**src/hdl/sram_settings.svh**
```systemverilog
// ==================================================
// Shared SRAM sizing
// Address span, word width and derived word count
// ==================================================
`ifndef SRAM_SETTINGS_SVH
`define SRAM_SETTINGS_SVH

// Byte-address bits covered by the RAM, 12 bits give 4 KiB
`define SRAM_ABITS 12

// Bytes per RAM word
`define SRAM_DATA_BYTES 4

// Number of RAM words
`define SRAM_WORDS ((1 << `SRAM_ABITS) / `SRAM_DATA_BYTES)

`endif

```
**src/hdl/sram_pkg.sv**
```systemverilog
// ==================================================
// SRAM shared types
// Data, strobe, address and access-size definitions
// ==================================================
`include "sram_settings.svh"

package sram_pkg;

    localparam int DATA_BITS = `SRAM_DATA_BYTES * 8;     // Bits per RAM word
    localparam int LANE_BITS = $clog2(`SRAM_DATA_BYTES); // Byte offset inside a word
    localparam int WORD_BITS = $clog2(`SRAM_WORDS);      // RAM word index width

    typedef logic [31:0] bus_addr_t;                     // Byte address seen by masters
    typedef logic [DATA_BITS-1:0] data_t;
    typedef logic [`SRAM_DATA_BYTES-1:0] strb_t;         // One bit per byte lane
    typedef logic [WORD_BITS-1:0] word_addr_t;           // Word index into the RAM

    // Access size code carried with each request
    typedef enum logic [1:0]
    {
        SIZE_BYTE = 2'd0,
        SIZE_HALF = 2'd1,
        SIZE_WORD = 2'd2
    } acc_size_e;

endpackage : sram_pkg

```
**src/hdl/sram_arbiter.sv**
```systemverilog
// ==================================================
// Two-port round-robin RAM arbiter
// Grants one pending port, steers read returns
// ==================================================
module sram_arbiter
(
    input  logic                 i_clk,
    input  logic                 i_rst_n,
    input  logic                 i_cpu_pend,
    input  sram_pkg::word_addr_t i_cpu_addr,
    input  logic                 i_cpu_write,
    input  sram_pkg::strb_t      i_cpu_strb,
    input  sram_pkg::data_t      i_cpu_wdata,
    input  logic                 i_dma_pend,
    input  sram_pkg::word_addr_t i_dma_addr,
    input  logic                 i_dma_write,
    input  sram_pkg::strb_t      i_dma_strb,
    input  sram_pkg::data_t      i_dma_wdata,
    output logic                 o_cpu_grant,
    output logic                 o_dma_grant,
    output logic                 o_cpu_rd_return,
    output logic                 o_dma_rd_return,
    output sram_pkg::word_addr_t o_ram_addr,
    output logic                 o_ram_wena,
    output sram_pkg::strb_t      o_ram_strb,
    output sram_pkg::data_t      o_ram_wdata,
    output logic                 o_ram_en
);

    logic last_dma_q;    // DMA won the last contested or single grant
    logic cpu_rd_q;      // RAM output belongs to the CPU port next cycle
    logic dma_rd_q;

    // CPU wins when alone, or when DMA had the previous turn
    assign o_cpu_grant = i_cpu_pend && (!i_dma_pend || last_dma_q);
    assign o_dma_grant = i_dma_pend && (!i_cpu_pend || !last_dma_q);
    assign o_ram_en    = o_cpu_grant || o_dma_grant;

    // Winner's access onto the RAM bus
    assign o_ram_addr  = o_dma_grant ? i_dma_addr  : i_cpu_addr;
    assign o_ram_wena  = o_dma_grant ? i_dma_write : i_cpu_write;
    assign o_ram_strb  = o_dma_grant ? i_dma_strb  : i_cpu_strb;
    assign o_ram_wdata = o_dma_grant ? i_dma_wdata : i_cpu_wdata;

    always_ff @(posedge i_clk)
    begin
        if (!i_rst_n)
        begin
            last_dma_q <= 1'b0;
            cpu_rd_q   <= 1'b0;
            dma_rd_q   <= 1'b0;
        end
        else
        begin
            if (o_ram_en)
            begin
                last_dma_q <= o_dma_grant;
            end
            cpu_rd_q <= o_cpu_grant && !i_cpu_write;   // Read data owner
            dma_rd_q <= o_dma_grant && !i_dma_write;
        end
    end

    assign o_cpu_rd_return = cpu_rd_q;
    assign o_dma_rd_return = dma_rd_q;

    a_one_grant: assert property (@(posedge i_clk) disable iff (!i_rst_n)
        !(o_cpu_grant && o_dma_grant));

    a_grant_pending: assert property (@(posedge i_clk) disable iff (!i_rst_n)
        (!o_cpu_grant || i_cpu_pend) && (!o_dma_grant || i_dma_pend));

endmodule : sram_arbiter

```
**config.mk**
```make
export PLATFORM = sky130hd
export DESIGN_NAME = sram_arbiter
export DESIGN_NICKNAME = d
export VERILOG_FILES = /design/src/hdl/sram_pkg.sv /design/src/hdl/sram_arbiter.sv
export VERILOG_INCLUDE_DIRS = /design/src /design/src/hdl
export SDC_FILE = /design/constraint.sdc
export NUM_CORES = 1
export LEC_CHECK = 0
export ABC_CLOCK_PERIOD_IN_PS = 1450
export BUFFER_PORTS_ARGS = -buffer_cell sky130_fd_sc_hd__buf_2
export CORE_ASPECT_RATIO = 0.6
export CORE_MARGIN = 2
export CORE_UTILIZATION = 25
export CTS_CLUSTER_SIZE = 24
export DETAILED_ROUTE_END_ITERATION = 6
export PLACE_DENSITY_LB_ADDON = 0.15
export SLEW_MARGIN = 30
export SYNTH_ARGS = -nofsm -noshare
export SYNTH_HDL_FRONTEND = slang
export SYNTH_SLANG_ARGS = --single-unit
export TNS_END_PERCENT = 30
```
**constraint.sdc**
```tcl
create_clock -name i_clk -period 1.45 [get_ports i_clk]
set_clock_uncertainty 0.1 [all_clocks]
set_input_delay 0.145 -clock i_clk [delete_from_list [all_inputs] [get_ports i_clk]]
set_output_delay 0.145 -clock i_clk [all_outputs]
set_load 0.02 [all_outputs]
```
# Yosys cells after proc, flatten, opt, wreduce, memory -nomap -nowiden
# Cells that the tools add are included.
# Widths: inputs -> output; s select.
[word_totals] ff_bits=3 inputBits=98 output_inout_bits=52 wordCells=19
[op_classes] mux=4 n_reduce_logical=12
[op_table] op="$mux 32" count=1
[op_table] op="$mux 10" count=1
[op_table] op="$logic_not 1->1" count=5
[op_table] op="$logic_and 1x1->1" count=4
[op_table] op="$mux 4" count=1
[op_table] op="$logic_or 1x1->1" count=3
[op_table] op="$mux 1" count=1

# Longest topological paths before layout
[logic_depth] depth_word=4 mapped_depth=4 ltp_nobuf=2

# Least setup slack after synthesis
# OpenSTA, ideal clock, no wires.
[synth_timing] path_type="register to output" from="register last_dma_q" to="output o_ram_wdata[13]" arrival_ns=1.129 required_time_ns=1.205 slack_ns=0.076 stages_incl_launch_ff=5 n_path_buf=2 cell_sequence="dfxtp_1 a21boi_4 buf_6 buf_8 mux2_4"
[synth_via] elab_chain_cells=4
[synth_lines] item="start: declaration" line="sram_arbiter.sv:30" text="logic last_dma_q;"
[synth_lines] item="start signal: assignment" line="sram_arbiter.sv:57" text="last_dma_q <= o_dma_grant;"
[synth_lines] item="$logic_not 1->1" line="sram_arbiter.sv:36" text="assign o_dma_grant = i_dma_pend && (!i_cpu_pend || !last_dma_q);"
[synth_lines] item="$logic_or 1x1->1" line="sram_arbiter.sv:36"
[synth_lines] item="$logic_and 1x1->1" line="sram_arbiter.sv:36"
[synth_lines] item="$mux 32" line="sram_arbiter.sv:43" text="assign o_ram_wdata = o_dma_grant ? i_dma_wdata : i_cpu_wdata;"
[synth_lines] item="end: declaration" line="sram_arbiter.sv:26" text="output sram_pkg::data_t o_ram_wdata,"
# Every way passes these cells.

# Final worst setup path
[layout_timing] from="register last_dma_q" to="output o_ram_wdata[2]"
# Same word-level chain as after synthesis.

==> key figures <==
Outcome
  – Status: finished with violations
  – Violated checks: setup timing

Routing
  – Total Wirelength: 3090 µm
  – 1st-pass router iterations: 4
  – Post-Route M1 WL: 1150 µm
  – Post-route ant nets: 0
  – Detail Route met2 WL: 1640 µm
  – WL met3: 258 µm
  – Via count: 1092
  – Vias/cell: 4.27
  – Top Layer Used: met4
  – # DRC: 0
  – Wire length per cell: 12.1 µm
  – Iter 0 DRT Violations: 13

STA
  – Final Slew Violations: 0
  – Setup-failing EPs final: 47
  – Rel. slew slack: 0.875
  – Final period utilization: 1.19
  – FMAX: 580 MHz
  – Hold Fails Final Rpt: 0
  – Worst slew pin tran: 0.187 ns
  – Setup ws final: -0.273 ns
  – Period minus WS final: 1.72 ns
  – Min Hold Slack: 0.0875 ns
  – RSZ-0062 raised after global routing: true

Critical path
  – Critical Path RT: 1.21 ns
  – CP Class: reg -> out
  – Startpoint types: flip-flop
  – Crit end category: output pin
  – Crit path DAT: 1.48 ns
  – CP Max Fanout: 28

Clocking
  – H-tree depth: 1
  – CTS tree: done
  – Root Driver: clkbuf_8
  – Clk buf depth: 2
  – Hold-fix buffers, CTS: 0
  – Later-pin clock latency in the skew report: 0.22 ns
  – CTS buffer count: 3
  – CTS Sinks: 3
  – Clock transition at the registers of the reported paths: 0.03 ns

Placement
  – Port Buffers: 149
  – Hpwl dp: 2570 µm
  – Post-Place Setup Slack: -0.0589 ns
  – RePlAce Congestion: 0.721
  – Placed cells: 252

Global routing
  – Initial antenna violation count: 0
  – Vias in the first global route: 961
  – Largest net degree at the start of global routing: 29
  – Gr usage total: 0.151
  – Grt total ovfl: 0
  – First-pass GRT wire length: 3960 µm

Power
  – VDD IR-drop max: 0.246 mV
  – Leakage power total: 0.954 nW
  – Final Power: 1.00 mW
  – Pwr per Cell Area: 600 nW/µm²

Finish
  – Post-route non-filler standard cell count: 256
  – Commonest non-fill, non-tap cell in the layout: buf_2
  – Ant. Diodes: 0
  – Final core occ: 0.586
  – Share of layout cells above drive strength 1: 0.958
  – Nets: 313
  – Area grow syn2layout: 124%
  – Most frequent cells in the layout: buf_2, mux2_2, mux2_4, buf_6, buf_4

Synthesis
  – Mapped Cells: 63
  – Post-synth top area share: 0.559
  – Cell Area, Synth: 746 µm²
  – Unique masters post-synth: 13
  – Area leader, netlist: mux2_2
  – Synthesized flop and latch total: 3
  – Cells taking the most area after synthesis: mux2_2, mux2_4, dfxtp_1, buf_4, a21boi_4
  – Synthesis Warnings: 0
  – Syn nets: 161
  – Avg Cell Area, Syn: 11.8 µm²
  – Sequential share of the synthesized area: 0.0805

Die
  – Die X: 74.5 µm
  – Ports: 150
  – Area of the die: 3450 µm²
  – Rows: 15
  – Core ar.: 2850 µm²
  – Initial Util: 0.261
  – Die height: 46.3 µm

Hold path
  – Hold Path Class: in -> reg

Flow run
  – Max-cap viol count: 0
-- critical path, stage by stage (launching register included) --
cell and delay, ns:
dfxtp_2 0.33, a21boi_4 0.19, buf_12 0.22, mux2_2 0.36, buf_2 0.16
-- power by group --
| part | internal, mW | switching (mW) |
|---|---|---|
| Combinational | 0.353 | 0.311 |
| Clock | 0.188 | 0.0607 |
| Sequential | 0.0877 | 0.00254 |
| Total | 0.629 | 0.374 |
-- timing repair --
action                                  in CTS  in global routing
endpoints found under the hold margin        0                  0
endpoints found under the setup margin      47                 47
gates resized for setup                      6                 22
setup buffers                                0                  0
-- per-layer routing --
metal,up-vias,track usage
met1,487,0.176
met5,-,0
met3,6,0.0306
met4,0,0.0607
li1,539,-
met2,60,0.276
-- cell usage after synthesis --
cell	count
mux2_2	37
mux2_4	10
buf_4	3
dfxtp_1	3
nand2b_1	2
a21boi_0	1
a21boi_4	1
and2_1	1
and3b_1	1
and4b_1	1
buf_6	1
buf_8	1
or2_2	1
-- final cells by class --
type                            instances  area, µm²
Timing Repair Buffer                  152        866
Sequential cell                         3       61.3
Clock buffer                            4       45.0
Fill cell                             274       1180
Tap cell                               42       52.6
Multi-Input combinational cell         55        648
-- metrics by stage --
stage / area [µm²] / TNS, ns
6_report: 1670 / -11.43
3_5_place_dp: 1540 / -1.50
4_1_cts: 1610 / -11.82
5_1_grt: 1670 / -13.48
3_3_place_gp: 1540 / -0.752
2_1_floorplan: 746 / 0
-- final timing paths --
path	start	end	slack, ns	cells after the start
worst max-delay path	last_dma_q	o_ram_wdata[2]	-0.27	4
worst min-delay path	i_rst_n	o_dma_rd_return	0.09	2
worst max register to register	last_dma_q	o_dma_rd_return	0.39	3
worst min register to register	last_dma_q	last_dma_q	0.42	2
-- flip-flops by register name, indices dropped and copies added (netlist names) --
| signal | cells |
|---|---|
| last_dma_q | 1 |
| o_cpu_rd_return | 1 |
| o_dma_rd_return | 1 |
-- logic make-up after synthesis --
family | count (synthesis) | share of synthesized area
buf+inv | 5 | 0.0654
simple gates | 6 | 0.0587
compound gates | 2 | 0.0352
mux | 47 | 0.760
flops | 3 | 0.0805
(Power assumes the default switching activity.)
