**config.mk**
```make
export PLATFORM = sky130hd
export DESIGN_NAME = sram_port
export DESIGN_NICKNAME = d
export VERILOG_FILES = /design/src/hdl/sram_pkg.sv /design/src/hdl/sram_port.sv
export VERILOG_INCLUDE_DIRS = /design/src /design/src/hdl
export SDC_FILE = /design/constraint.sdc
export NUM_CORES = 1
export LEC_CHECK = 0
export BUFFER_PORTS_ARGS = -buffer_cell sky130_fd_sc_hd__buf_2
export CORE_ASPECT_RATIO = 1.4
export CORE_UTILIZATION = 41
export DETAILED_ROUTE_END_ITERATION = 8
export PLACE_DENSITY = 0.88
export SYNTH_ARGS = -nofsm -noshare
export SYNTH_HDL_FRONTEND = slang
export SYNTH_SLANG_ARGS = --single-unit
```
**constraint.sdc**
```tcl
create_clock -name i_clk -period 2.6 [get_ports i_clk]
set_input_delay 0.26 -clock i_clk [delete_from_list [all_inputs] [get_ports i_clk]]
set_output_delay 0.26 -clock i_clk [all_outputs]
set_load 0.01 [all_outputs]
```
**src/hdl/sram_settings.svh**
```systemverilog
// ==================================================
// Shared SRAM sizing
// Address span, word width and derived word count
// ==================================================
`ifndef SRAM_SETTINGS_SVH
`define SRAM_SETTINGS_SVH

// Byte-address bits covered by the RAM, 12 bits give 4 KiB
`define SRAM_ABITS 12

// Bytes per RAM word
`define SRAM_DATA_BYTES 4

// Number of RAM words
`define SRAM_WORDS ((1 << `SRAM_ABITS) / `SRAM_DATA_BYTES)

`endif

```
**src/hdl/sram_pkg.sv**
```systemverilog
// ==================================================
// SRAM shared types
// Data, strobe, address and access-size definitions
// ==================================================
`include "sram_settings.svh"

package sram_pkg;

    localparam int DATA_BITS = `SRAM_DATA_BYTES * 8;     // Bits per RAM word
    localparam int LANE_BITS = $clog2(`SRAM_DATA_BYTES); // Byte offset inside a word
    localparam int WORD_BITS = $clog2(`SRAM_WORDS);      // RAM word index width

    typedef logic [31:0] bus_addr_t;                     // Byte address seen by masters
    typedef logic [DATA_BITS-1:0] data_t;
    typedef logic [`SRAM_DATA_BYTES-1:0] strb_t;         // One bit per byte lane
    typedef logic [WORD_BITS-1:0] word_addr_t;           // Word index into the RAM

    // Access size code carried with each request
    typedef enum logic [1:0]
    {
        SIZE_BYTE = 2'd0,
        SIZE_HALF = 2'd1,
        SIZE_WORD = 2'd2
    } acc_size_e;

endpackage : sram_pkg

```
**src/hdl/sram_port.sv**
```systemverilog
// ==================================================
// SRAM port adapter
// Checks one request, builds lanes and strobes
// ==================================================
`include "sram_settings.svh"

module sram_port
(
    input  logic                 i_clk,
    input  logic                 i_rst_n,
    input  logic                 i_req_valid,
    input  sram_pkg::bus_addr_t  i_req_addr,
    input  sram_pkg::acc_size_e  i_req_size,
    input  logic                 i_req_write,
    input  sram_pkg::data_t      i_req_wdata,
    output logic                 o_req_ready,
    output logic                 o_resp_valid,   // One-cycle pulse
    output sram_pkg::data_t      o_resp_rdata,
    output logic                 o_resp_err,
    output logic                 o_pend,         // Waiting for the arbiter
    output sram_pkg::word_addr_t o_pend_addr,
    output logic                 o_pend_write,
    output sram_pkg::strb_t      o_pend_strb,
    output sram_pkg::data_t      o_pend_wdata,
    input  logic                 i_grant,        // RAM access happens at this edge
    input  logic                 i_rd_return,    // RAM read word valid now
    input  sram_pkg::data_t      i_rd_data
);

    import sram_pkg::*;

    logic                 accept;
    logic [LANE_BITS-1:0] lane;
    logic                 misaligned;
    logic                 out_of_range;
    strb_t                req_strb;
    data_t                req_lanes;

    logic                 pend_q;
    word_addr_t           pend_addr_q;
    logic                 pend_write_q;
    strb_t                pend_strb_q;
    data_t                pend_wdata_q;
    logic                 rd_wait_q;      // Granted read, data not back yet
    logic                 resp_valid_q;
    logic                 resp_err_q;
    data_t                resp_rdata_q;

    assign o_req_ready  = !(pend_q || rd_wait_q);  // High again in the response cycle
    assign accept       = i_req_valid && o_req_ready;
    assign lane         = i_req_addr[LANE_BITS-1:0];
    assign out_of_range = (i_req_addr[$bits(bus_addr_t)-1:`SRAM_ABITS] != '0);

    // Size decode into byte strobes and replicated lane data
    always_comb
    begin
        misaligned = 1'b0;
        req_strb   = '0;
        req_lanes  = i_req_wdata;
        case (i_req_size)
            SIZE_BYTE:
            begin
                req_strb  = strb_t'(1) << lane;
                req_lanes = {(`SRAM_DATA_BYTES){i_req_wdata[7:0]}};
            end
            SIZE_HALF:
            begin
                misaligned = lane[0];          // Odd byte address
                req_strb   = strb_t'(3) << lane;
                req_lanes  = {(`SRAM_DATA_BYTES/2){i_req_wdata[15:0]}};
            end
            SIZE_WORD:
            begin
                misaligned = (lane != '0);
                req_strb   = '1;
            end
            default:
            begin
                misaligned = 1'b1;             // Reserved size code
            end
        endcase
    end

    always_ff @(posedge i_clk)
    begin
        if (!i_rst_n)
        begin
            pend_q       <= 1'b0;
            rd_wait_q    <= 1'b0;
            resp_valid_q <= 1'b0;
            resp_err_q   <= 1'b0;
        end
        else
        begin
            resp_valid_q <= 1'b0;
            resp_err_q   <= 1'b0;
            if (accept && (misaligned || out_of_range))
            begin
                resp_valid_q <= 1'b1;   // Error reply, memory untouched
                resp_err_q   <= 1'b1;
            end
            else if (accept)
            begin
                pend_q <= 1'b1;
            end
            if (i_grant)
            begin
                pend_q       <= 1'b0;
                rd_wait_q    <= !pend_write_q;
                resp_valid_q <= pend_write_q;   // Write ack right after the RAM edge
            end
            if (i_rd_return)
            begin
                rd_wait_q    <= 1'b0;
                resp_valid_q <= 1'b1;
            end
        end
    end

    // Request payload and response word
    always_ff @(posedge i_clk)
    begin
        if (accept)
        begin
            pend_addr_q  <= i_req_addr[`SRAM_ABITS-1:LANE_BITS];
            pend_write_q <= i_req_write;
            pend_strb_q  <= req_strb;
            pend_wdata_q <= req_lanes;
        end
        resp_rdata_q <= i_rd_return ? i_rd_data : '0;  // Zero on acks and errors
    end

    assign o_pend       = pend_q;
    assign o_pend_addr  = pend_addr_q;
    assign o_pend_write = pend_write_q;
    assign o_pend_strb  = pend_strb_q;
    assign o_pend_wdata = pend_wdata_q;
    assign o_resp_valid = resp_valid_q;
    assign o_resp_err   = resp_err_q;
    assign o_resp_rdata = resp_rdata_q;

    a_ready_not_pend: assert property (@(posedge i_clk) disable iff (!i_rst_n)
        !(o_req_ready && o_pend));

    // Arbiter must hand back read data exactly one cycle after the grant
    a_read_returns: assert property (@(posedge i_clk) disable iff (!i_rst_n)
        (i_grant && !pend_write_q) |=> i_rd_return);

endmodule : sram_port

```
-- Word-level counts from Yosys, hierarchy flattened
Cells that the tools add are included.
- multiplexer cells: 6
- reduce and logical (&&, ||, !) cells: 12
- eq/ne operators: 2
- bitwise operators: 2
- shift operators: 2
- operators by type and width (kind ; count):
    $pmux W32 S2 ; 1
    $reduce_bool A20 Y1 ; 1
    $pmux W4 S3 ; 1
    $reduce_or A2 Y1 ; 2
    $shl A1 B2 Y4 const A ; 1
    $shl A2 B2 Y4 const A ; 1
    $mux W1 ; 3
    $pmux W1 S3 ; 1
    $eq A2 B1 Y1 const B ; 1
    $eq A2 B2 Y1 const B ; 1
    $logic_and A1 B1 Y1 ; 2
    $logic_not A1 Y1 ; 2
    $logic_not A2 Y1 ; 1
    $logic_or A1 B1 Y1 ; 2
    $not A1 Y1 ; 2
    $reduce_and A2 Y1 ; 1
    $reduce_bool A2 Y1 ; 1
- output and inout bits: 83
- word-level logic and storage cells: 33
- bits in registers: 83
- bits of input ports: 104

-- Logic depth before layout (Yosys ltp)
Gate-level depths: netlist (run 1).
- depth after elaboration: 7
- mapped depth: 5
- depth with buffers taken out: 5

-- Worst setup path before layout (run 1)
Ideal clock, no wire load.
- path type: register -> register
- start: reg pend_q (netlist: o_pend)
- end: reg pend_q (netlist: o_pend)
- setup time: 0.086 ns
- setup slack: 0.524 ns
- clock period less this slack: 2.076 ns
- arrival time: 1.990 ns
- data required time: 2.514 ns
- cell stages (with the launch flop): 6
- buffers on the path: 0
- cell sequence: dfxtp_1 nor2_1 nand2_1 inv_1 nand2_1 o31ai_2
- word-level cells in the longest chain between the ends: 6
- ends and longest elaborated chain (what ; line ; text):
    from (decl) ; sram_port.sv:39 ; logic pend_q;
    from (signal assigned) ; sram_port.sv:88 ; pend_q <= 1'b0;
    from (signal assigned) ; sram_port.sv:104 ; pend_q <= 1'b1;
    from (signal assigned) ; sram_port.sv:108 ; pend_q <= 1'b0;
    $logic_or A1 B1 Y1 * ; sram_port.sv:49 ; assign o_req_ready = !(pend_q || rd_wait_q);
    $logic_not A1 Y1 * ; sram_port.sv:49 ;
    named net o_req_ready ; sram_port.sv:16 ; output logic o_req_ready,
    $logic_and A1 B1 Y1 * ; sram_port.sv:50 ; assign accept = i_req_valid && o_req_ready;
    named net accept ; sram_port.sv:32 ; logic accept;
    $logic_and A1 B1 Y1 ; sram_port.sv:97 ; if (accept && (misaligned || out_of_range))
    $not A1 Y1 (no source line) ; n/a ;
    $reduce_and A2 Y1 (no source line) * ; n/a ;
The timed path passes the listed nets; every way through them passes the cells marked *.
A chain may end at the register's enable or synchronous reset.

-- Worst setup path in the final report (run 1)
- start: reg pend_q (netlist: o_pend)
- end: reg pend_wdata_q[16] (netlist: o_pend_wdata[16]), enable pin
- word-level cells in the longest chain between the ends: 3
- ends and longest elaborated chain (what ; line ; text):
    $logic_or A1 B1 Y1 ; sram_port.sv:49 ;
    $logic_not A1 Y1 ; sram_port.sv:49 ;
    $logic_and A1 B1 Y1 ; sram_port.sv:50 ;
    named net accept ; sram_port.sv:32 ;
    to (signal assigned) ; sram_port.sv:128 ; pend_wdata_q <= req_lanes;
    to (decl) ; sram_port.sv:43 ; data_t pend_wdata_q;
The timed path passes the listed nets, and every way through them passes these cells.

==> metrics.yaml, run 1 <==
timing:
  slew_headroom: 0.581
  skew_ns: 0.00705
  max_freq_ghz: 0.672
  hold_viol_final: 0
  rsz0062_at_grt: "no"
  tns_ns: 0
  slew_viol_final: 0
  period_needed_ns: 1.49
  setup_viol: 0
  fin_crit_sh: 0.573
  worst_pin_slew_ns: 0.628
layout:
  nets: 491
  fill_cells: 609
  drive_above_1_share: 0.566
  syn2layout_area_growth_pct: 41.0
  final_util: 0.598
clock_network:
  insertion_delay_ns: 0.34
  htreeDepth: 3
  root_buffer: "clkbuf_8"
  cts_buffer_depth: 2
  cts-buffers-inserted: 9
  post_cts_buffers: 0
  cts.sinks: 83
  cts.clk_slew.worst_paths_ns: 0.08
  cts_tree: "done"
  ctsResizeCount: 0
  postCtsHoldBufs: 0
route:
  vias: 2205
  routedWlPerCell_um: 12.9
  drt_pass1_iterations: 6
  routed_wl_um: 6290
  drc: 0
  postRouteAntennaNets: 0
  drtIter0Drc: 69
  viasPerCell: 4.51
critical_path:
  r2r_slack_ns: 1.11
  reg2reg_to: "o_pend_wdata[16]$_DFFE_PP_"
  timing.rr.start: "o_pend$_SDFFE_PP0P_"
  worst-path-max-fanout: 43
  path_depth: 4
  criticalPathCategory: "reg -> reg"
  critPathTopFamily: "buffers and inverters"
  startpoint_type: "flip-flop"
  path_buf_inv: 2
  end_kind: "flip-flop"
  crit_chain: "nor2_1 > nand2_1 > inv_2 > buf_4"
  worstPathArrival_ns: 1.47
  crit_end: "o_pend_wdata[16]$_DFFE_PP_"
  cpPeakStageDelay_ns: 0.46
  slowest_stage: "buf_4"
  critical_path_required_ns: 2.58
  crit_start: "o_pend$_SDFFE_PP0P_"
  reg2regPathDepth: 4
synthesis:
  syn_area_mm2: 0.00294
  syn-num-nets: 302
  syn_area_per_cell_um2: 14.9
  synth_cell_type_count: 28
  synthCells: 198
  yosysSeqAreaShare: 0.725
  synth_seq_cells: 83
  yosysWarnings: 0
global_routing:
  first_global_vias: 2106
  grt_use_total: 0.171
  grt.overflow.total: 0
  grt_max_degree: 44
  grt_pass1_wl_um: 9250
  antenna_found_initial: 3
floorplan:
  start_util: 0.424
  fp.dieH_um: 102
  rows: 36
  core_mm2: 0.00694
  io_pins: 187
  die_area_mm2: 0.00752
  dieWidth_um: 73.6
job:
  cap_violations: 0
power_and_ir_drop:
  pwr_density_cell_mw_per_mm2: 651
  irDropWorstVdd_mv: 0.384
  leakagePower_nw: 1.91
  power.total_mw: 2.70
outcome:
  status: "finished, final reports clean"
placed_design:
  gp_congestion: 0.756
  port_buffers: 186
  dp_hpwl_um: 4880
worst_hold_path:
  hold_path_class: "in -> reg"
## Yosys cell counts
cell type,number,area share
nand3_1,1,0.0017
o21ai_1,3,0.0051
nor2_4,1,0.0038
buf_2,2,0.0034
nor3b_1,1,0.0026
inv_1,1,0.0013
nand2b_1,1,0.0021
mux2_2,14,0.054
o21ai_0,9,0.015
clkbuf_1,3,0.0038
mux2_1,3,0.011
and2_1,32,0.068
nand2_1,13,0.017
buf_6,1,0.0038
a21oi_1,1,0.0017
dfxtp_1,36,0.25
o31ai_2,1,0.0043
buf_1,1,0.0013
o31ai_1,2,0.0051
edfxtp_1,47,0.48
a21o_1,1,0.0026
nor4_1,2,0.0043
nor2b_1,1,0.0021
mux2i_1,9,0.031
nor4_2,3,0.013
buf_4,2,0.0051
o2111ai_2,1,0.0051
nor2_1,6,0.0077
## through the flow
stage          cells  hold slack, ns  area (µm²)  setup WS, ns
3_5_place_dp     471           0.439        3950          1.06
5_1_grt          488          0.0551        4140          1.02
2_1_floorplan    198           0.359        2940         0.524
6_report         489          0.0909        4150          1.11
3_3_place_gp     471           0.438        3950          1.09
4_1_cts          487          0.0660        4140          1.11
## worst reg2reg max path: stages (launching register included)
cell     delay (ns)
dfxtp_1        0.33
nor2_1         0.12
nand2_1        0.10
inv_2          0.11
buf_4          0.46
## cell usage in the layout, fill, tap and decap left out, drive strengths merged
cell and count:
and2 32, o31ai 3, a21o 1, nor2b 1, o21ai 12, buf 187, bufinv 1, a21oi 1
clkinvlp 1, diode 2, nand2 13, nor4 5, nand3 1, mux2i 9, nand2b 1, dfxtp 36
nor2 7, mux2 17, clkbuf 12, o2111ai 1, inv 2, nor3b 1, edfxtp 47, clkinv 1
## cells by family (layout without fill, tap and decap cells)
| family | after synthesis | after routing | share of synthesized area |
|---|---|---|---|
| buffers and inverters | 10 | 204 | 0.0187 |
| DFF | 83 | 83 | 0.725 |
| other | 0 | 2 | 0 |
| AOI/OAI and AO/OA | 18 | 18 | 0.0391 |
| and+or+nand+nor | 61 | 61 | 0.122 |
| muxes | 26 | 26 | 0.0957 |
## registers in the layout, summed over array words and instances, names as in the netlist
name / count
o_pend_wdata: 32
o_pend_strb: 4
o_pend_addr: 10
o_resp_err: 1
o_resp_valid: 1
rd_wait_q: 1
o_resp_rdata: 32
o_pend_write: 1
o_pend: 1
## power breakdown
| part | internal (mW) | switching (mW) | leakage (nW) |
|---|---|---|---|
| combinational | 0.153 | 0.161 | 1.05 |
| sequential | 1.48 | 0.0188 | 0.757 |
| clock | 0.470 | 0.420 | 0.0969 |
| total | 2.10 | 0.599 | 1.91 |
## worst min path at each step
stage / from / slack (ns) / cells after the start / end
final: i_req_addr[9] / 0.09 / 1 / o_pend_addr[7]$_DFFE_PP_
after detailed placement: i_req_addr[2] / 0.44 / 1 / o_pend_addr[0]$_DFFE_PP_
after CTS: i_req_addr[2] / 0.07 / 1 / o_pend_addr[0]$_DFFE_PP_
after floorplan: i_req_addr[2] / 0.36 / 0 / o_pend_addr[0]$_DFFE_PP_
after global placement: i_req_addr[5] / 0.44 / 1 / o_pend_addr[3]$_DFFE_PP_
after global routing: i_req_addr[3] / 0.06 / 1 / o_pend_addr[1]$_DFFE_PP_
## layout make-up
class | instances | area [µm²] | area share
clock buffers | 12 | 145 | 0.0350
clock inverters | 4 | 48.8 | 0.0118
flip-flops and latches | 83 | 2130 | 0.514
diodes | 2 | 5.00 | 0.00121
repair buffers | 187 | 938 | 0.226
multi-input cells | 105 | 754 | 0.182
inverters | 1 | 3.75 | 0.000905
well taps | 95 | 119 | 0.0287
## per-layer routing
layer | GRT usage | vias up | part of all wire
li1 | - | 1082 | -
met5 | 0 | - | 0
met1 | 0.168 | 986 | 0.37
met4 | 0.124 | 0 | 0.027
met3 | 0.0819 | 15 | 0.11
met2 | 0.279 | 122 | 0.50
(Power assumes the default switching activity.)
==> run 2: changes to the inputs <==
--- a/config.mk
+++ b/config.mk
@@ -8,9 +8,9 @@
 export LEC_CHECK = 0
 export BUFFER_PORTS_ARGS = -buffer_cell sky130_fd_sc_hd__buf_2
 export CORE_ASPECT_RATIO = 1.4
-export CORE_UTILIZATION = 41
+export CORE_UTILIZATION = 38
 export DETAILED_ROUTE_END_ITERATION = 8
-export PLACE_DENSITY = 0.88
+export PLACE_DENSITY = 0.86
 export SYNTH_ARGS = -nofsm -noshare
 export SYNTH_HDL_FRONTEND = slang
 export SYNTH_SLANG_ARGS = --single-unit
==> constraint.sdc (replaced) <==
create_clock -name i_clk -period 1.3 [get_ports i_clk]
set_input_delay 0.13 -clock i_clk [delete_from_list [all_inputs] [get_ports i_clk]]
set_output_delay 0.13 -clock i_clk [all_outputs]
set_load 0.01 [all_outputs]
==> run 2 against run 1 <==
  * First-iteration DRC count grew 30%
  * Die area rose by 7.7%
  * Clock power increased by 120%
  * Utilization increased by 4.1 points
  * Critical path depth stayed put
  * Combinational power is 150% higher
  * Clock skew rose by 0.0015 ns
  * Fmax is 26% higher
  * Final cell count increased by 11%
  * Count of clock-buffer cells in the layout shrank 1
  * Power rose by 110%
  * Via count rose by 11%
  * Highest routed layer is now met5
==> metrics.yaml, run 2 (same netlist as run 1, synthesis figures left out) <==
floorplan:
  core_mm2: 0.00741  # +6.8%
  start_util: 0.397  # -0.0269
  dieWidth_um: 76.4  # +3.8%
  rows: 37  # +2.8%
  fp.dieH_um: 106  # +3.8%
  die_area_mm2: 0.00810  # +7.7%
  io_pins: 187  # unchanged
placed_design:
  gp_congestion: 0.753  # -0.36%
  dp_hpwl_um: 5010  # +2.6%
  dp_slack_ns: 0.124  # -0.937 ns
  port_buffers: 186  # unchanged
layout:
  layout_commonest_cell: "buf_2"
  most-common-layout-cells: "buf_2 (186), dlygate4sd3_1 (49), edfxtp_1 (47), dfxtp_1 (34), and2_1 (32)"
  n_antenna_cell: 0  # -2
  syn2layout_area_growth_pct: 60.8
  drive_above_1_share: 0.523  # -0.0438
  nets: 543  # +11%
  final_util: 0.639  # +0.0408
  fill_cells: 589  # -3.3%
  multi_input_area_um2: 767  # +1.7%
  seq_area_mm2: 0.00214  # +0.23%
power_and_ir_drop:
  leakagePower_nw: 2.15  # +13%
  p_clk_frac: 0.341  # +0.012
  comb_power_share: 0.136  # +0.020
  power.total_mw: 5.71  # +110%
  pwr_density_cell_mw_per_mm2: 1210  # +86%
  p_seq_frac: 0.523  # -0.031
  power.internal_mw: 4.43  # +110%
  irDropWorstVdd_mv: 0.812  # +110%
  sw_frac_of_total: 0.225  # +0.00303
  p_switching_mw: 1.29  # +110%
critical_path:
  end_kind: "flip-flop"
  worstPathArrival_ns: 1.23  # -0.24 ns
  crit_chain: "nor2_4 > nand2_2 > clkinvlp_4 > buf_12"
  critPathTopFamily: "flip-flops"
  worst-path-max-fanout: 37  # -14%
  cpPeakStageDelay_ns: 0.36  # -0.10 ns
  criticalPathCategory: "reg -> reg"
  slowest_stage: "dfxtp_4"
  path_buf_inv: 2  # unchanged
  critical_path_required_ns: 1.35  # -1.23 ns
  startpoint_type: "flip-flop"
  r2r_slack_ns: 0.12  # -0.99 ns
timing:
  whs_ns: 0.0252  # -0.0657 ns
  worst_pin_slew_ns: 0.417  # -0.211 ns
  period_needed_ns: 1.18  # -0.308 ns
  skew_ns: 0.00853  # +0.00148 ns
  fin_ws_ns: 0.119  # -0.992 ns
  rsz0062_at_grt: "no"
  slew_headroom: 0.722  # +0.141
  fin_crit_sh: 0.909  # +0.336
  setup_viol: 0  # unchanged
  tns_ns: 0  # unchanged
  max_freq_ghz: 0.847  # +26%
  slew_viol_final: 0  # unchanged
  hold_viol_final: 0  # unchanged
global_routing:
  grt.overflow.total: 0  # unchanged
  grt_use_total: 0.194  # +0.0228
  grt_use_met1: 0.198  # +0.0300
  met2_usage: 0.324  # +0.0456
  busiest_layer: "met2"
  first_global_vias: 2513  # +19%
  antenna_found_initial: 2  # -1
  grt_max_degree: 38  # -14%
  use_met3: 0.0798  # -0.00203
  grt_pass1_wl_um: 11800  # +27%
route:
  drt_pass1_iterations: 4  # -2
  routed_wl_um: 7520  # +20%
  routedWlPerCell_um: 13.9  # +8.1%
  postRouteAntennaNets: 0  # unchanged
  drc: 0  # unchanged
  viasPerCell: 4.54  # +0.72%
  vias: 2457  # +11%
  drtIter0Drc: 90  # +30%
worst_hold_path:
  hold_path_class: "in -> reg"
outcome:
  status: "finished, final reports clean"
clock_network:
  root_buffer: "clkbuf_8"
  cts.clk_slew.worst_paths_ns: 0.08  # about the same
  htreeDepth: 3  # unchanged
  cts-buffers-inserted: 9  # unchanged
  cts_buffer_depth: 2  # unchanged
  cts.sinks: 83  # unchanged
  insertion_delay_ns: 0.35  # about the same
  cts_tree: "done"
job:
  cap_violations: 0  # unchanged
==> run 2: cell types whose count changed in the layout (fill, tap and decap cells not counted), moves of 2 or more <==
| cell | delta |
|---|---|
| buf_12 | +2 |
| clkbuf_1 | -2 |
| dfxtp_1 | -2 |
| diode_2 | -2 |
| dlygate4sd3_1 | +49 |
| nand2_1 | -2 |
| nand2_2 | +2 |
==> run 2: area by class of cell <==
class,instances,share of cell area
Multi-Input combinational cell,105,0.162
Sequential cell,83,0.452
Clock inverter,5,0.0122
Inverter,1,0.00159
Timing Repair Buffer,239,0.312
Tap cell,97,0.0257
Clock buffer,11,0.0344
==> run 2: layer usage <==
| metal | share of wire | vias up |
|---|---|---|
| met1 | 0.38 | 1109 |
| met2 | 0.49 | 134 |
| li1 | - | 1182 |
| met5 | 0.0036 | - |
| met3 | 0.098 | 28 |
| met4 | 0.037 | 4 |
==> run 2: worst paths after layout <==
kind,start,to,cells past startpoint
worst min register to register,o_pend$_SDFFE_PP0P_,o_pend$_SDFFE_PP0P_,2
worst max-delay path,o_pend$_SDFFE_PP0P_,o_pend_addr[9]$_DFFE_PP_,4
worst max register to register,o_pend$_SDFFE_PP0P_,o_pend_addr[9]$_DFFE_PP_,4
worst min-delay path,i_rd_data[20],o_resp_rdata[20]$_SDFF_PN0_,2
==> run 2: through the flow <==
stage               cells  cell area (µm²)
floorplan             198             2960
global placement      476             4020
detailed placement    476             4020
CTS                   541             4730
global route          541             4730
finish                541             4730
==> run 2: worst reg2reg max path, delay by kind of cell (launching register included) <==
family                 cells  cell delay, ns
and+or+nand+nor            2            0.16
buffers and inverters      2            0.34
DFF                        1            0.36
==> run 2: power by group through the flow <==
stage          clock network (mW)  registers (mW)  logic, mW
6_report                     1.95            2.99      0.778
5_1_grt                      2.11            3.00      0.844
4_1_cts                      2.00            2.99      0.772
3_5_place_dp                    0            3.05      0.658
3_3_place_gp                    0            3.05      0.638
2_1_floorplan                   0            3.14      0.200
==> run 2: what timing repair did <==
item / CTS / global route
hold buffers: 49 / 0
buffers inserted: 0 / 0
gates resized for setup: 0 / 0
hold endpoints to repair: 49 / 0
endpoints found under the setup margin: 0 / 0
==> run 3: changes to the inputs <==
--- a/config.mk
+++ b/config.mk
@@ -10,6 +10,7 @@
 export CORE_ASPECT_RATIO = 1.4
 export CORE_UTILIZATION = 38
 export DETAILED_ROUTE_END_ITERATION = 8
+export GPL_TIMING_DRIVEN = 0
 export PLACE_DENSITY = 0.86
 export SYNTH_ARGS = -nofsm -noshare
 export SYNTH_HDL_FRONTEND = slang
==> run 3 against run 2 <==
  * Count of clock-buffer cells in the layout unchanged
  * Critical endpoint is now o_pend_wdata[28]$_DFFE_PP_
  * Fmax is 0.95% lower
  * Global-route usage grew 1.2 points
  * First-iteration DRC count increased by 86%
  * Combinational power increased by 2%
  * Via count is 1.0% higher
==> metrics.yaml, run 3 (same netlist as run 1, synthesis figures left out) <==
outcome:
  status: "finished, final reports clean"
power_and_ir_drop:
  irDropWorstVdd_mv: 1.12  # +38%
  pwr_density_cell_mw_per_mm2: 1200  # -0.64%
  leakagePower_nw: 2.14  # -0.37%
  power.total_mw: 5.69  # -0.49%
layout:
  final_cell_area_mm2: 0.00474  # +0.16%
  syn2layout_area_growth_pct: 61.0
  layout_commonest_cell: "buf_2"
  nets: 549  # +1.1%
  drive_above_1_share: 0.518  # -0.00474
  fill_cells: 578  # -1.9%
  most-common-layout-cells: "buf_2 (186), dlygate4sd3_1 (49), edfxtp_1 (47), dfxtp_1 (34), and2_1 (32)"
  seq_area_mm2: 0.00214  # unchanged
  multi_input_area_um2: 772  # +0.65%
critical_path:
  cpPeakStageDelay_ns: 0.37  # about the same
  criticalPathCategory: "reg -> reg"
  startpoint_type: "flip-flop"
  worst-path-max-fanout: 12  # -68%
  worstPathArrival_ns: 1.21  # -0.02 ns
  crit_chain: "nor2_4 > nand2_4 > clkinvlp_4"
  critPathTopFamily: "flip-flops"
  path_buf_inv: 1  # -1
  slowest_stage: "dfxtp_4"
  end_kind: "flip-flop"
  critical_path_required_ns: 1.32  # -0.03 ns
timing:
  hold_viol_final: 0  # unchanged
  worst_pin_slew_ns: 0.480  # +0.0626 ns
  setup_viol: 0  # unchanged
  fin_ws_ns: 0.107  # -0.0113 ns
  tns_ns: 0  # unchanged
  skew_ns: 0.00740  # -0.00113 ns
  period_needed_ns: 1.19  # +0.0113 ns
  slew_headroom: 0.680  # -0.0417
  fin_crit_sh: 0.917  # +0.00869
  max_freq_ghz: 0.839  # -0.95%
  rsz0062_at_grt: "yes"
  slew_viol_final: 0  # unchanged
clock_network:
  cts_tree: "done"
  cts.sinks: 83  # unchanged
  cts_buffer_depth: 2  # unchanged
  insertion_delay_ns: 0.34  # about the same
  cts-buffers-inserted: 9  # unchanged
  root_buffer: "clkbuf_8"
  cts.clk_slew.worst_paths_ns: 0.08  # about the same
  htreeDepth: 3  # unchanged
route:
  drt_pass1_iterations: 4  # unchanged
  vias: 2482  # +1.0%
  routed_wl_um: 8190  # +8.9%
  routedWlPerCell_um: 15.0  # +7.6%
  viasPerCell: 4.53  # -0.27%
  drtIter0Drc: 167  # +86%
  postRouteAntennaNets: 0  # unchanged
  drc: 0  # unchanged
placed_design:
  port_buffers: 184  # -1.1%
  gp_congestion: 0.806  # +6.9%
  dpl_cell_area_mm2: 0.00401  # -0.34%
  dp_slack_ns: -0.552  # -0.676 ns
  dp_hpwl_um: 5240  # +4.6%
floorplan:
  rows: 37  # unchanged
  dieWidth_um: 76.4  # unchanged
  core_mm2: 0.00741  # unchanged
  fp.dieH_um: 106  # unchanged
  io_pins: 187  # unchanged
  die_area_mm2: 0.00810  # unchanged
  start_util: 0.397  # unchanged
job:
  cap_violations: 0  # unchanged
global_routing:
  grt_use_total: 0.206  # +0.0122
  grt_max_degree: 25  # -34%
  grt_pass1_wl_um: 12600  # +7.1%
  grt.overflow.total: 0  # unchanged
  antenna_found_initial: 1  # -1
  first_global_vias: 2702  # +7.5%
worst_hold_path:
  hold_path_class: "in -> reg"
## run 3: layer usage
metal,GRT usage,wire (µm),vias to the layer above
met5,0,0,-
met4,0.0659,91,0
met3,0.0687,726,7
met2,0.377,4320,135
met1,0.222,3060,1141
li1,-,-,1199
## run 3: final timing paths
| check | from | end | slack [ns] | cells past startpoint |
|---|---|---|---|---|
| worst max-delay path | o_pend$_SDFFE_PP0P_ | o_pend_wdata[28]$_DFFE_PP_ | 0.11 | 3 |
| worst min-delay path | i_rd_data[20] | o_resp_rdata[20]$_SDFF_PN0_ | 0.03 | 2 |
| worst max register to register | o_pend$_SDFFE_PP0P_ | o_pend_wdata[28]$_DFFE_PP_ | 0.11 | 3 |
| worst min register to register | o_pend$_SDFFE_PP0P_ | o_pend$_SDFFE_PP0P_ | 0.51 | 2 |
## run 3: layout make-up
type                       count  share of cell area
sequential                    83               0.451
timing repair buffer         233               0.298
multi-input combinational    105               0.163
clock buffer                  11              0.0322
tap                           97              0.0256
clock inverter                 5              0.0124
buffer                         9              0.0108
timing repair inverter         3             0.00475
inverter                       1             0.00158
antenna                        1            0.000528
## run 3: repair_timing
item	4_1_cts	5_1_grt
pin swaps	1	0
setup endpoints to repair	49	49
hold endpoints to repair	49	0
resized for setup	2	2
cloned	1	2
buffers inserted	0	0
hold buffers	49	0
## run 3: power by group
| part | switching, mW | total (mW) | leakage [nW] | internal [mW] |
|---|---|---|---|---|
| Clock | 0.895 | 1.90 | 0.109 | 1.01 |
| Sequential | 0.0395 | 2.99 | 0.758 | 2.95 |
| Combinational | 0.376 | 0.791 | 1.27 | 0.415 |
## run 3: worst register-to-register path, delay by kind of cell (launching register included)
kind	cells	cell delay (ns)
buffers and inverters	1	0.31
AND/OR/NAND/NOR	2	0.18
flip-flops	1	0.37
## run 3: stage by stage
stage | utilization | cells | hold slack [ns]
detailed placement | 0.541 | 479 | 0.308
global placement | 0.541 | 479 | 0.306
CTS | 0.637 | 545 | 0.0210
global route | 0.639 | 547 | 0.0225
floorplan | - | 198 | 0.229
finish | 0.640 | 548 | 0.0315
